==> src/common/aluPkg.sv <==
// Datapath types: word and flag vectors, flag positions, ALU operation codes, step and result
package aluPkg;

    typedef logic [15:0] wordT;
    typedef logic [4:0]  ccrT;     // X N Z V C

    // Flag positions inside ccrT
    localparam int flagC = 0;
    localparam int flagV = 1;
    localparam int flagZ = 2;
    localparam int flagN = 3;
    localparam int flagX = 4;

    // Bit 4 marks a shift, bit 3 the adder, bit 0 subtract or shift right
    typedef enum logic [4:0] {
        opNop  = 5'd0,
        opOr   = 5'd4,
        opEor  = 5'd5,
        opAnd  = 5'd6,
        opExt  = 5'd7,
        opSub0 = 5'd9,    // NOT as 0 - op - 1
        opAdd  = 5'd10,
        opSub  = 5'd11,
        opAddc = 5'd12,
        opSubc = 5'd13,
        opAddx = 5'd14,
        opSubx = 5'd15,
        opAsl  = 5'd16,
        opAsr  = 5'd17,
        opLsl  = 5'd18,
        opLsr  = 5'd19,
        opRol  = 5'd20,
        opRor  = 5'd21,
        opRoxl = 5'd22,
        opRoxr = 5'd23
    } aluOpT;

    // One ALU step as handed over by the sequencer
    typedef struct packed {
        logic [2:0] column;   // Microcode column 1-4
        wordT       aOperand; // Destination
        wordT       dOperand; // Source
        logic       isByte;
        logic       finish;   // Last ALU step of the instruction
    } stepT;

    typedef struct packed {
        wordT result;
        ccrT  flags;
    } execT;

endpackage

==> src/common/decodePkg.sv <==
// Instruction decode types: opcode, row and column vectors, CCR mask constants, decoded struct
package decodePkg;

    typedef logic [15:0] irdT;
    typedef logic [15:0] rowT;     // One-hot, bit 0 means no ALU operation
    typedef logic [2:0]  columnT;

    // Flag update masks, bit order X N Z V C
    localparam aluPkg::ccrT KNZ00   = 5'b01111;  // Operators clear V and C themselves
    localparam aluPkg::ccrT KKZKK   = 5'b00100;
    localparam aluPkg::ccrT KNZVC   = 5'b01111;
    localparam aluPkg::ccrT CUPDALL = 5'b11111;
    localparam aluPkg::ccrT NOMASK  = 5'b00000;

    typedef struct packed {
        rowT  row;
        logic isArX;    // ADDX, SUBX, NEGX only clear Z
        logic noCcrEn;  // ADDA, SUBA, ADDQ/SUBQ to An, MOVEA
    } decodeT;

endpackage

==> src/execute/aluShifter.sv <==
// One-bit word or byte shifter with carry insertion
`timescale 1ns/1ps

module aluShifter (
    input  aluPkg::wordT operand,
    input  logic         isByte,
    input  logic         shiftRight,
    input  logic         carryIn,
    output aluPkg::wordT shifted
);
    import aluPkg::*;

    wordT sized;

    // Byte right shift takes the carry into bit 7 via bit 8
    always_comb begin
        sized = operand;
        if (isByte & shiftRight) begin
            sized[8] = carryIn;
        end
    end

    always_comb begin
        if (shiftRight) begin
            shifted = {carryIn, sized[15:1]};
        end else begin
            shifted = {sized[14:0], carryIn};   // Carry enters at bit 0
        end
    end

endmodule

==> src/execute/aluExecute.sv <==
// ALU execute stage: adder, logic unit, shifter and new flag computation
`timescale 1ns/1ps

module aluExecute (
    input  aluPkg::stepT   step,
    input  decodePkg::rowT row,
    input  aluPkg::aluOpT  aluOp,
    input  aluPkg::ccrT    ccrIn,
    output aluPkg::execT   exec
);
    import aluPkg::*;

    logic [16:0] sum;
    logic        addCin, isSub, cout, ovf;
    logic        srcMsb, dstMsb, sumMsb;
    logic        msb, nextMsb, shiftCin;
    wordT        addResult, shifted, aluResult;
    ccrT         newFlags;

    assign isSub   = aluOp[0];
    assign msb     = step.isByte ? step.aOperand[7] : step.aOperand[15];
    assign nextMsb = step.isByte ? step.aOperand[6] : step.aOperand[14];

    always_comb begin
        case (aluOp)
            opSub0:         addCin = 1'b1;
            opAddc, opSubc: addCin = ccrIn[flagC];
            opAddx, opSubx: addCin = ccrIn[flagX];
            default:        addCin = 1'b0;
        endcase
    end

    // Source plus or minus destination plus or minus carry
    always_comb begin
        if (step.isByte) begin
            sum = isSub ? {9'b0, step.dOperand[7:0]} - {9'b0, step.aOperand[7:0]} - 17'(addCin)
                        : {9'b0, step.dOperand[7:0]} + {9'b0, step.aOperand[7:0]} + 17'(addCin);
            cout      = sum[8];
            addResult = {{8{sum[7]}}, sum[7:0]};
        end else begin
            sum = isSub ? {1'b0, step.dOperand} - {1'b0, step.aOperand} - 17'(addCin)
                        : {1'b0, step.dOperand} + {1'b0, step.aOperand} + 17'(addCin);
            cout      = sum[16];
            addResult = sum[15:0];
        end
        sumMsb = step.isByte ? sum[7] : sum[15];
        dstMsb = step.isByte ? step.dOperand[7] : step.dOperand[15];
        srcMsb = isSub ? ~msb : msb;
        ovf    = (srcMsb & dstMsb & ~sumMsb) | (~srcMsb & ~dstMsb & sumMsb);
    end

    always_comb begin
        case (aluOp)
            opAsr, opRol:   shiftCin = msb;
            opRor:          shiftCin = step.aOperand[0];
            opRoxl, opRoxr: shiftCin = ccrIn[flagX];
            default:        shiftCin = 1'b0;   // LSL, LSR, ASL
        endcase
    end

    aluShifter uShifter (
        .operand    (step.aOperand),
        .isByte     (step.isByte),
        .shiftRight (aluOp[0]),
        .carryIn    (shiftCin),
        .shifted    (shifted)
    );

    always_comb begin
        case (aluOp)
            opOr:    aluResult = step.aOperand | step.dOperand;
            opEor:   aluResult = step.aOperand ^ step.dOperand;
            opAnd:   aluResult = step.aOperand & step.dOperand;
            opExt:   aluResult = {{8{step.aOperand[7]}}, step.aOperand[7:0]};
            opNop:   aluResult = step.aOperand;
            default: aluResult = aluOp[4] ? shifted : addResult;
        endcase
    end

    always_comb begin
        newFlags        = '0;
        newFlags[flagX] = ccrIn[flagX];
        newFlags[flagN] = step.isByte ? aluResult[7] : aluResult[15];
        newFlags[flagZ] = step.isByte ? ~(|aluResult[7:0]) : ~(|aluResult);
        case (aluOp)
            // Zero ROXL/ROXR count still reports X in C
            opAnd: newFlags[flagC] = (step.column == 3'd1) & (row[8] | row[11]) & ccrIn[flagX];
            opAdd, opAddc, opAddx, opSub, opSubc, opSubx: begin
                newFlags[flagC] = cout;
                newFlags[flagX] = cout;
                newFlags[flagV] = ovf;
            end
            opLsl, opRoxl: begin
                newFlags[flagC] = msb;
                newFlags[flagX] = msb;
            end
            opLsr, opRoxr, opAsr: begin
                newFlags[flagC] = step.aOperand[0];
                newFlags[flagX] = step.aOperand[0];
            end
            opAsl: begin
                newFlags[flagC] = msb;
                newFlags[flagX] = msb;
                newFlags[flagV] = ccrIn[flagV] | (msb ^ nextMsb);  // Any sign change so far
            end
            opRol:   newFlags[flagC] = msb;
            opRor:   newFlags[flagC] = step.aOperand[0];
            default: newFlags[flagC] = 1'b0;   // OR, EOR, EXT, NOT clear C and V
        endcase
    end

    assign exec = '{result: aluResult, flags: newFlags};

endmodule

==> src/decode/irdRowDecoder.sv <==
// Opcode to ALU row decoder with registered row, sticky-Z and no-flags bits
`timescale 1ns/1ps

module irdRowDecoder (
    input  logic              clk,
    input  logic              arstN,
    input  logic              irdValid,
    input  decodePkg::irdT    ird,
    output decodePkg::decodeT decoded
);
    import decodePkg::*;

    logic       eaRdir;     // Data or address register direct
    logic       eaAdir;     // Address register direct
    logic       size11;
    logic [1:0] shiftType;
    rowT        nextRow;
    logic       nextArX;
    logic       nextNoCcr;

    function automatic rowT rowOf(input int unsigned n);
        rowOf = rowT'(1) << n;
    endfunction

    assign eaRdir    = (ird[5:4] == 2'b00);
    assign eaAdir    = (ird[5:3] == 3'b001);
    assign size11    = ird[7] & ird[6];
    assign shiftType = size11 ? ird[10:9] : ird[4:3];  // Memory or register shift

    always_comb begin
        case (ird[15:12])
            4'h0: begin
                if (ird[8]) begin
                    nextRow = ird[7] ? rowOf(14) : rowOf(13);   // Dynamic bit ops
                end else begin
                    case (ird[11:9])
                        3'b000:  nextRow = rowOf(14);           // ORI
                        3'b001:  nextRow = rowOf(4);            // ANDI
                        3'b010:  nextRow = rowOf(5);            // SUBI
                        3'b011:  nextRow = rowOf(2);            // ADDI
                        3'b100:  nextRow = ird[7] ? rowOf(14) : rowOf(13);
                        3'b101:  nextRow = rowOf(13);           // EORI
                        3'b110:  nextRow = rowOf(6);            // CMPI
                        default: nextRow = rowOf(0);
                    endcase
                end
            end
            4'h1, 4'h2, 4'h3, 4'h7: nextRow = rowOf(2);     // MOVE, MOVEQ
            4'h4: begin
                if (ird[8]) begin
                    nextRow = rowOf(6);                         // CHK
                end else begin
                    case (ird[11:9])
                        3'b000:  nextRow = rowOf(10);           // NEGX
                        3'b001:  nextRow = rowOf(4);            // CLR
                        3'b010:  nextRow = rowOf(5);            // NEG
                        3'b011:  nextRow = rowOf(11);           // NOT
                        3'b100:  nextRow = ird[7] ? rowOf(8) : rowOf(0);  // EXT, NBCD gone
                        3'b101:  nextRow = rowOf(15);           // TST, TAS
                        default: nextRow = rowOf(0);
                    endcase
                end
            end
            4'h5:    nextRow = size11 ? rowOf(15) : (ird[8] ? rowOf(5) : rowOf(2));
            4'h8:    nextRow = (size11 | (ird[8] & eaRdir)) ? rowOf(0) : rowOf(14);
            4'h9:    nextRow = (ird[8] & ~size11 & eaRdir) ? rowOf(10) : rowOf(5);
            4'hb:    nextRow = (ird[8] & ~size11 & ~eaAdir) ? rowOf(13) : rowOf(6);
            4'hc:    nextRow = (size11 | (ird[8] & eaRdir)) ? rowOf(0) : rowOf(4);
            4'hd:    nextRow = (ird[8] & ~size11 & eaRdir) ? rowOf(12) : rowOf(2);
            4'he: begin
                case ({shiftType, ird[8]})
                    3'd0: nextRow = rowOf(2);    // ASR
                    3'd1: nextRow = rowOf(3);    // ASL
                    3'd2: nextRow = rowOf(5);    // LSR
                    3'd3: nextRow = rowOf(4);    // LSL
                    3'd4: nextRow = rowOf(8);    // ROXR
                    3'd5: nextRow = rowOf(11);   // ROXL
                    3'd6: nextRow = rowOf(10);   // ROR
                    default: nextRow = rowOf(9); // ROL
                endcase
            end
            default: nextRow = rowOf(0);         // Bcc, line A, line F
        endcase
    end

    // NEGX, SUBX, ADDX share rows 10 and 12 with flag-setting ops of other groups
    assign nextArX = (ird[15:12] inside {4'h4, 4'h9, 4'hd}) & (nextRow[10] | nextRow[12]);

    assign nextNoCcr = (ird[15] & ~ird[13] & ird[12] & size11)
                     | ((ird[15:12] == 4'h5) & eaAdir)
                     | (~ird[15] & ~ird[14] & ird[13] & (ird[8:6] == 3'b001));

    always_ff @(posedge clk or negedge arstN) begin
        if (!arstN) begin
            decoded <= '{row: rowOf(0), isArX: 1'b0, noCcrEn: 1'b0};
        end else if (irdValid) begin
            decoded <= '{row: nextRow, isArX: nextArX, noCcrEn: nextNoCcr};
        end
    end

    // Flag-free instructions only decode to the add, subtract and DBcc rows
    noCcrRow: assert property (@(posedge clk) disable iff (!arstN)
        decoded.noCcrEn |-> (decoded.row[2] | decoded.row[5] | decoded.row[15]));

endmodule

==> src/decode/aluOpSelect.sv <==
// Row by column lookup of the ALU operation and the CCR update mask
`timescale 1ns/1ps

module aluOpSelect (
    input  decodePkg::rowT    row,
    input  decodePkg::columnT column,
    input  logic              finish,
    output aluPkg::aluOpT     aluOp,
    output aluPkg::ccrT       ccrMask
);
    import aluPkg::*;
    import decodePkg::*;

    ccrT maskCol1;

    // Column 1 is the AND step before the main loop
    assign maskCol1 = (finish | row[13] | row[14]) ? KKZKK : KNZ00;

    always_comb begin
        aluOp = opNop;
        if (column == 3'd1) begin
            aluOp = opAnd;
        end else if (column inside {3'd2, 3'd3, 3'd4}) begin
            case (1'b1)
                row[2]:  aluOp = (column == 3'd2) ? opAdd : (column == 3'd3) ? opAddc : opAsr;
                row[3]:  aluOp = (column == 3'd4) ? opAsl : opNop;
                row[4]:  aluOp = (column == 3'd4) ? opLsl : opAnd;
                row[5],
                row[6]:  aluOp = (column == 3'd2) ? opSub : (column == 3'd3) ? opSubc : opLsr;
                row[8]:  aluOp = (column == 3'd2) ? opExt : (column == 3'd3) ? opAnd : opRoxr;
                row[9]:  aluOp = (column == 3'd4) ? opRol : opNop;
                row[10]: aluOp = (column == 3'd2) ? opSubx : (column == 3'd3) ? opSubc : opRor;
                row[11]: aluOp = (column == 3'd4) ? opRoxl : opSub0;
                row[12]: aluOp = opAddx;
                row[13]: aluOp = opEor;
                row[14]: aluOp = (column == 3'd4) ? opEor : opOr;
                row[15]: aluOp = (column == 3'd3) ? opAdd : opOr;  // ADD for DBcc
                default: aluOp = opNop;
            endcase
        end
    end

    always_comb begin
        ccrMask = NOMASK;
        case (column)
            3'd1: ccrMask = maskCol1;
            3'd2, 3'd3: begin
                case (1'b1)
                    row[2], row[5], row[10], row[12]: ccrMask = CUPDALL;
                    row[6], row[11]:                  ccrMask = KNZVC;    // CMP, NOT
                    row[4], row[8], row[13], row[14]: ccrMask = KNZ00;
                    default:                          ccrMask = NOMASK;   // Rows 3, 9, 15
                endcase
            end
            3'd4: begin
                case (1'b1)
                    row[2], row[3], row[4], row[5]: ccrMask = CUPDALL;    // Arithmetic and logic shifts
                    row[8], row[11]:                ccrMask = CUPDALL;    // ROXR, ROXL
                    row[9], row[10]:                ccrMask = KNZ00;      // ROL, ROR keep X
                    default:                        ccrMask = NOMASK;
                endcase
            end
            default: ccrMask = NOMASK;
        endcase
    end

    // Only the BCD leftovers in rows 3 and 9 may select no operation
    always_comb begin
        if (!row[0] && column inside {3'd1, 3'd2, 3'd3, 3'd4}
                && !((row[3] | row[9]) && column inside {3'd2, 3'd3})) begin
            opDefined: assert final (aluOp != opNop);
        end
    end

endmodule

==> src/ccrUpdate.sv <==
// Result register and CCR with masked merge, sticky Z and direct load
`timescale 1ns/1ps

module ccrUpdate (
    input  logic              clk,
    input  logic              arstN,
    input  logic              stepValid,
    input  aluPkg::execT      exec,
    input  aluPkg::ccrT       ccrMask,
    input  decodePkg::decodeT decoded,
    input  logic              finish,
    input  logic              ccrLoad,
    input  aluPkg::ccrT       ccrLoadValue,
    output aluPkg::wordT      result,
    output logic              resultValid,
    output aluPkg::ccrT       ccr
);
    import aluPkg::*;

    ccrT merged;

    always_comb begin
        merged = (exec.flags & ccrMask) | (ccr & ~ccrMask);
        // Multi-step and extended ops can only clear Z
        if ((finish | decoded.isArX) & ccrMask[flagZ]) begin
            merged[flagZ] = exec.flags[flagZ] & ccr[flagZ];
        end
    end

    always_ff @(posedge clk or negedge arstN) begin
        if (!arstN) begin
            result      <= '0;
            resultValid <= 1'b0;
            ccr         <= '0;
        end else begin
            resultValid <= stepValid;
            if (stepValid) begin
                result <= exec.result;
            end
            if (ccrLoad) begin
                ccr <= ccrLoadValue;         // Direct load beats a step
            end else if (stepValid & ~decoded.noCcrEn) begin
                ccr <= merged;
            end
        end
    end

    // A sticky-Z step never sets a cleared Z again
    stickyZHolds: assert property (
        @(posedge clk) disable iff (!arstN)
        stepValid && !ccrLoad && (finish || decoded.isArX) && !ccr[flagZ] |=> !ccr[flagZ]
    );

endmodule

==> src/aluTop.sv <==
// ALU slice top level: decoder, operation select, execute and CCR update
`timescale 1ns/1ps

module aluTop (
    input  logic              clk,
    input  logic              arstN,
    input  logic              irdValid,
    input  decodePkg::irdT    ird,
    input  logic              stepValid,
    input  aluPkg::stepT      step,
    input  logic              ccrLoad,
    input  aluPkg::ccrT       ccrLoadValue,
    output aluPkg::wordT      result,
    output logic              resultValid,
    output aluPkg::ccrT       ccr
);
    import aluPkg::*;
    import decodePkg::*;

    decodeT decoded;
    aluOpT  aluOp;
    ccrT    ccrMask;
    execT   exec;

    irdRowDecoder uRowDecoder (
        .clk      (clk),
        .arstN    (arstN),
        .irdValid (irdValid),
        .ird      (ird),
        .decoded  (decoded)
    );

    aluOpSelect uOpSelect (
        .row     (decoded.row),
        .column  (step.column),
        .finish  (step.finish),
        .aluOp   (aluOp),
        .ccrMask (ccrMask)
    );

    aluExecute uExecute (
        .step  (step),
        .row   (decoded.row),
        .aluOp (aluOp),
        .ccrIn (ccr),
        .exec  (exec)
    );

    ccrUpdate uCcrUpdate (
        .clk          (clk),
        .arstN        (arstN),
        .stepValid    (stepValid),
        .exec         (exec),
        .ccrMask      (ccrMask),
        .decoded      (decoded),
        .finish       (step.finish),
        .ccrLoad      (ccrLoad),
        .ccrLoadValue (ccrLoadValue),
        .result       (result),
        .resultValid  (resultValid),
        .ccr          (ccr)
    );

endmodule

==> config.mk <==
export PLATFORM = sky130hd
export DESIGN_NAME = aluTop
export DESIGN_NICKNAME = d
export VERILOG_FILES = /design/src/common/aluPkg.sv /design/src/common/decodePkg.sv /design/src/execute/aluShifter.sv /design/src/execute/aluExecute.sv /design/src/decode/irdRowDecoder.sv /design/src/decode/aluOpSelect.sv /design/src/ccrUpdate.sv /design/src/aluTop.sv
export SDC_FILE = /design/constraint.sdc
export NUM_CORES = 1
export LEC_CHECK = 0
export BUFFER_PORTS_ARGS = -buffer_cell sky130_fd_sc_hd__buf_4
export CAP_MARGIN = 20
export CORE_ASPECT_RATIO = 1.1
export CORE_UTILIZATION = 45
export DETAILED_ROUTE_END_ITERATION = 10
export GPL_TIMING_DRIVEN = 1
export PLACE_DENSITY = 0.71
export SLEW_MARGIN = 15
export SYNTH_ARGS = -nofsm -noshare
export SYNTH_HDL_FRONTEND = slang
export SYNTH_SLANG_ARGS = --single-unit
==> constraint.sdc <==
create_clock -name clk -period 15.49 [get_ports clk]
set_clock_uncertainty 0.1 [all_clocks]
set_input_delay 0.7745 -clock clk [delete_from_list [all_inputs] [get_ports clk]]
set_output_delay 0.7745 -clock clk [all_outputs]
set_load 0.05 [all_outputs]
==> results.md <==
- 1st-iter DRT viols: 916
- # diodes: 0
- Final GP Congestion: 0.942
- Worst skew pair latency: 0.28 ns
- CP max stage delay: ~0.9 ns
- Port Buffers: 81
- Antenna viol nets, final: 0
- Clock power share: approximately a fifth
- Final Slew Violations: 0
- Root buffer cell: clkbuf_16
- DR vias: ~8100
- Worst setup path category: in -> reg
- TNS Setup: 0 ns
- Hold Vio Cnt, Final: 0
- Initial core utilization: between 40% and 50%
- Worst-path clk slew: 0.06 ns
- Fmax: 0.131 GHz
- Synth Register Bits: 37
- Post-CTS sizing: 0
- Overflow after GRT: 0
- Flop pwr share: 18.7%
- Vias per cell: around 6.5
- Req. time, crit path: between 15 and 20 ns
- P_int: 350 uW
- PD cells: roughly 81 nW/um2
- Leak: 0.00345 uW
- First-pass GRT wire length: around 38000 um
- Critical Path Slowest Stage Cell: a2111oi_0
- Syn nets: between 1000 and 1500
- Most used cell, CP: nand2_1
- Switching power: approximately 320 uW
- Chip width: 124 um
- Post-layout net count: about 1200
- Drt wl/cell: ~19 um
- Hold Buf Count CTS: 0
- Slew Limit Headroom: roughly 31%
- Least-Margin Pin Slew: 1.00 ns
- Hold Path Class: in -> async
- Commonest non-fill, non-tap cell in the layout: buf_4
- CTS Buffer Depth: 2
- Vias in the first global route: ~7400
- Critical path origin: step[35]
- Syn Area/Cell: between 7 and 8 um2
- Sw frac: between 40% and 50%
- CP arrival: around 7.7 ns
- Highest-count cells in the layout ignoring fill and taps: 87 x buf_4, 83 x inv_1, 83 x a21oi_1
- Period utilization: 49.3%
- CP startpoint kind: input pin
- Comb power frac: ~62%
- Antenna violations before repair: 0
- Num CTS Buffers: 5
- Final WL: between 20000 and 25000 um
- TritonCTS Sinks: 37
- Area after DPL: ~8000 um2
- Max Cap Viol: 0
- Worst Path Max Fanout: 20
- Dpl hpwl: about 19000 um
- # IOs: 85
- RSZ-0062 raised after global routing: no
- Seq/Total Area, Yosys: around an eighth
- TritonCTS clock tree: done
- Ys async rst share: 100%
- Setup crit end kind: register
- Largest net degree at the start of global routing: just over 40
- Site row count: 48
- H-tree depth: 2
- Crit path time final: roughly 7.6 ns
- Endpoints failing setup: 0
- Synth area leader: dfrtp_1
- Post-route cell area: between 8000 and 9000 um2
- Layout cell share with drive strength beyond 1: between 10% and 20%
- Postcts setup bufs: 0
- Yosys warnings: 0
- Core area: 15800 um2
- Netlist Area Pre-Place: ~7300 um2
- Post-synth EDFFs: 0
- Worst R2R Start: uRowDecoder.decoded[10]
- Leading post-synthesis cells by cell area: dfrtp_1 13%, ha_1 13%, a21oi_1 5.7%
- Die Span Y: roughly 140 um
- Total GRT Usage: roughly 29%
- Synthesized instance count: approximately 1000
- Detailed Routing Iterations Pass 1: 5
- Area Growth Syn to Fin: 11.8%
- Top_reg_cell synth: dfrtp_1
- Synth unique cells: 90
- Die Area: 16800 um2
- Worst vdd ir: roughly 0.096 mV
- Synth top area share: between 10 and 15%
- Status: finished, final reports clean
- DRC viols: 0
[synth_stat cells, types with 7 or more instances]
master,count
a21oi_1,83
inv_1,83
nand2_1,81
nor2_1,81
ha_1,74
o21ai_0,45
clkbuf_1,37
dfrtp_1,37
nor3_1,37
nand3_1,31
xnor2_1,24
a31oi_1,22
a211oi_1,21
o211ai_1,21
nand2b_1,19
nand4_1,16
o22ai_1,14
xor2_1,14
a2111oi_0,13
buf_2,12
mux2_2,12
mux2i_1,11
and3_1,10
nor4_1,10
a21o_1,9
nor2b_1,9
o21a_1,9
o31ai_1,9
or3_1,9
nor3b_1,8
a311oi_1,7
[area by class of cell]
| type | count | area [um2] |
|---|---|---|
| well taps | 200 | 250 |
| repair buffers | 87 | 653 |
| multi-input cells | 834 | 5840 |
| flip-flops and latches | 37 | 926 |
| clock buffers | 5 | 125 |
| fillers | 1604 | 7620 |
| inverters | 84 | 315 |
| clock inverters | 3 | 65.1 |
[metal layers]
metal / routed length (um) / vias to the layer above / GRT usage [%]
met5: 0 / - / 0
met4: 853 / 0 / 10.4
met3: 2260 / 68 / 4.59
met2: 10800 / 428 / 45.0
met1: 10400 / 3743 / 40.0
li1: - / 3875 / -
[logic make-up after synthesis]
group | count (synthesis) | share of synthesized area [%]
muxes | 24 | 3.66
DFF | 37 | 12.7
xor gates and xnor gates | 38 | 4.55
and+or+nand+nor | 352 | 24.8
adders and majority gates | 80 | 14.3
AOI/OAI and AO/OA | 340 | 32.6
buffers and inverters | 139 | 7.44
[power groups by stage]
| stage | logic, uW | registers (uW) | clock network [uW] |
|---|---|---|---|
| CTS | 402 | 124 | 133 |
| global route | 441 | 126 | 137 |
| finish | 411 | 124 | 130 |
| floorplan | 234 | 174 | 0 |
| global placement | 397 | 125 | 0 |
| detailed placement | 400 | 125 | 0 |
[worst max-delay path: cells and delay by family]
kind                       cells  cell delay, ns
AOI/OAI and AO/OA             12            3.82
and+or+nand+nor                9            1.72
adders and majority gates      3            1.01
buffers and inverters          2            0.23
xor gates and xnor gates       1            0.14
[worst paths after layout]
path	to	slack, ns	cells past startpoint
max	register	7.85	27
min	uCcrUpdate.result[14]	0.33	1
max reg2reg	register	7.96	26
min reg2reg	uCcrUpdate.result[2]	0.41	1
max in group asynchronous	uRowDecoder.decoded[17]	14.63	1
min in group clk	uCcrUpdate.result[2]	0.41	1
[stage by stage]
stage / util (%) / power [uW] / cells / hold slack (ns) / setup slack [ns]
2_1_floorplan: - / 408 / 1010 / 0.379 / 9.21
6_report: 51.8 / 665 / 1250 / 0.333 / 7.85
4_1_cts: 51.8 / 660 / 1250 / 0.351 / 7.97
3_3_place_gp: 50.6 / 522 / 1242 / 0.392 / 7.70
3_5_place_dp: 50.6 / 525 / 1242 / 0.401 / 7.70
5_1_grt: 51.8 / 704 / 1250 / 0.385 / 7.51
Power figures use the tool's default switching activity.
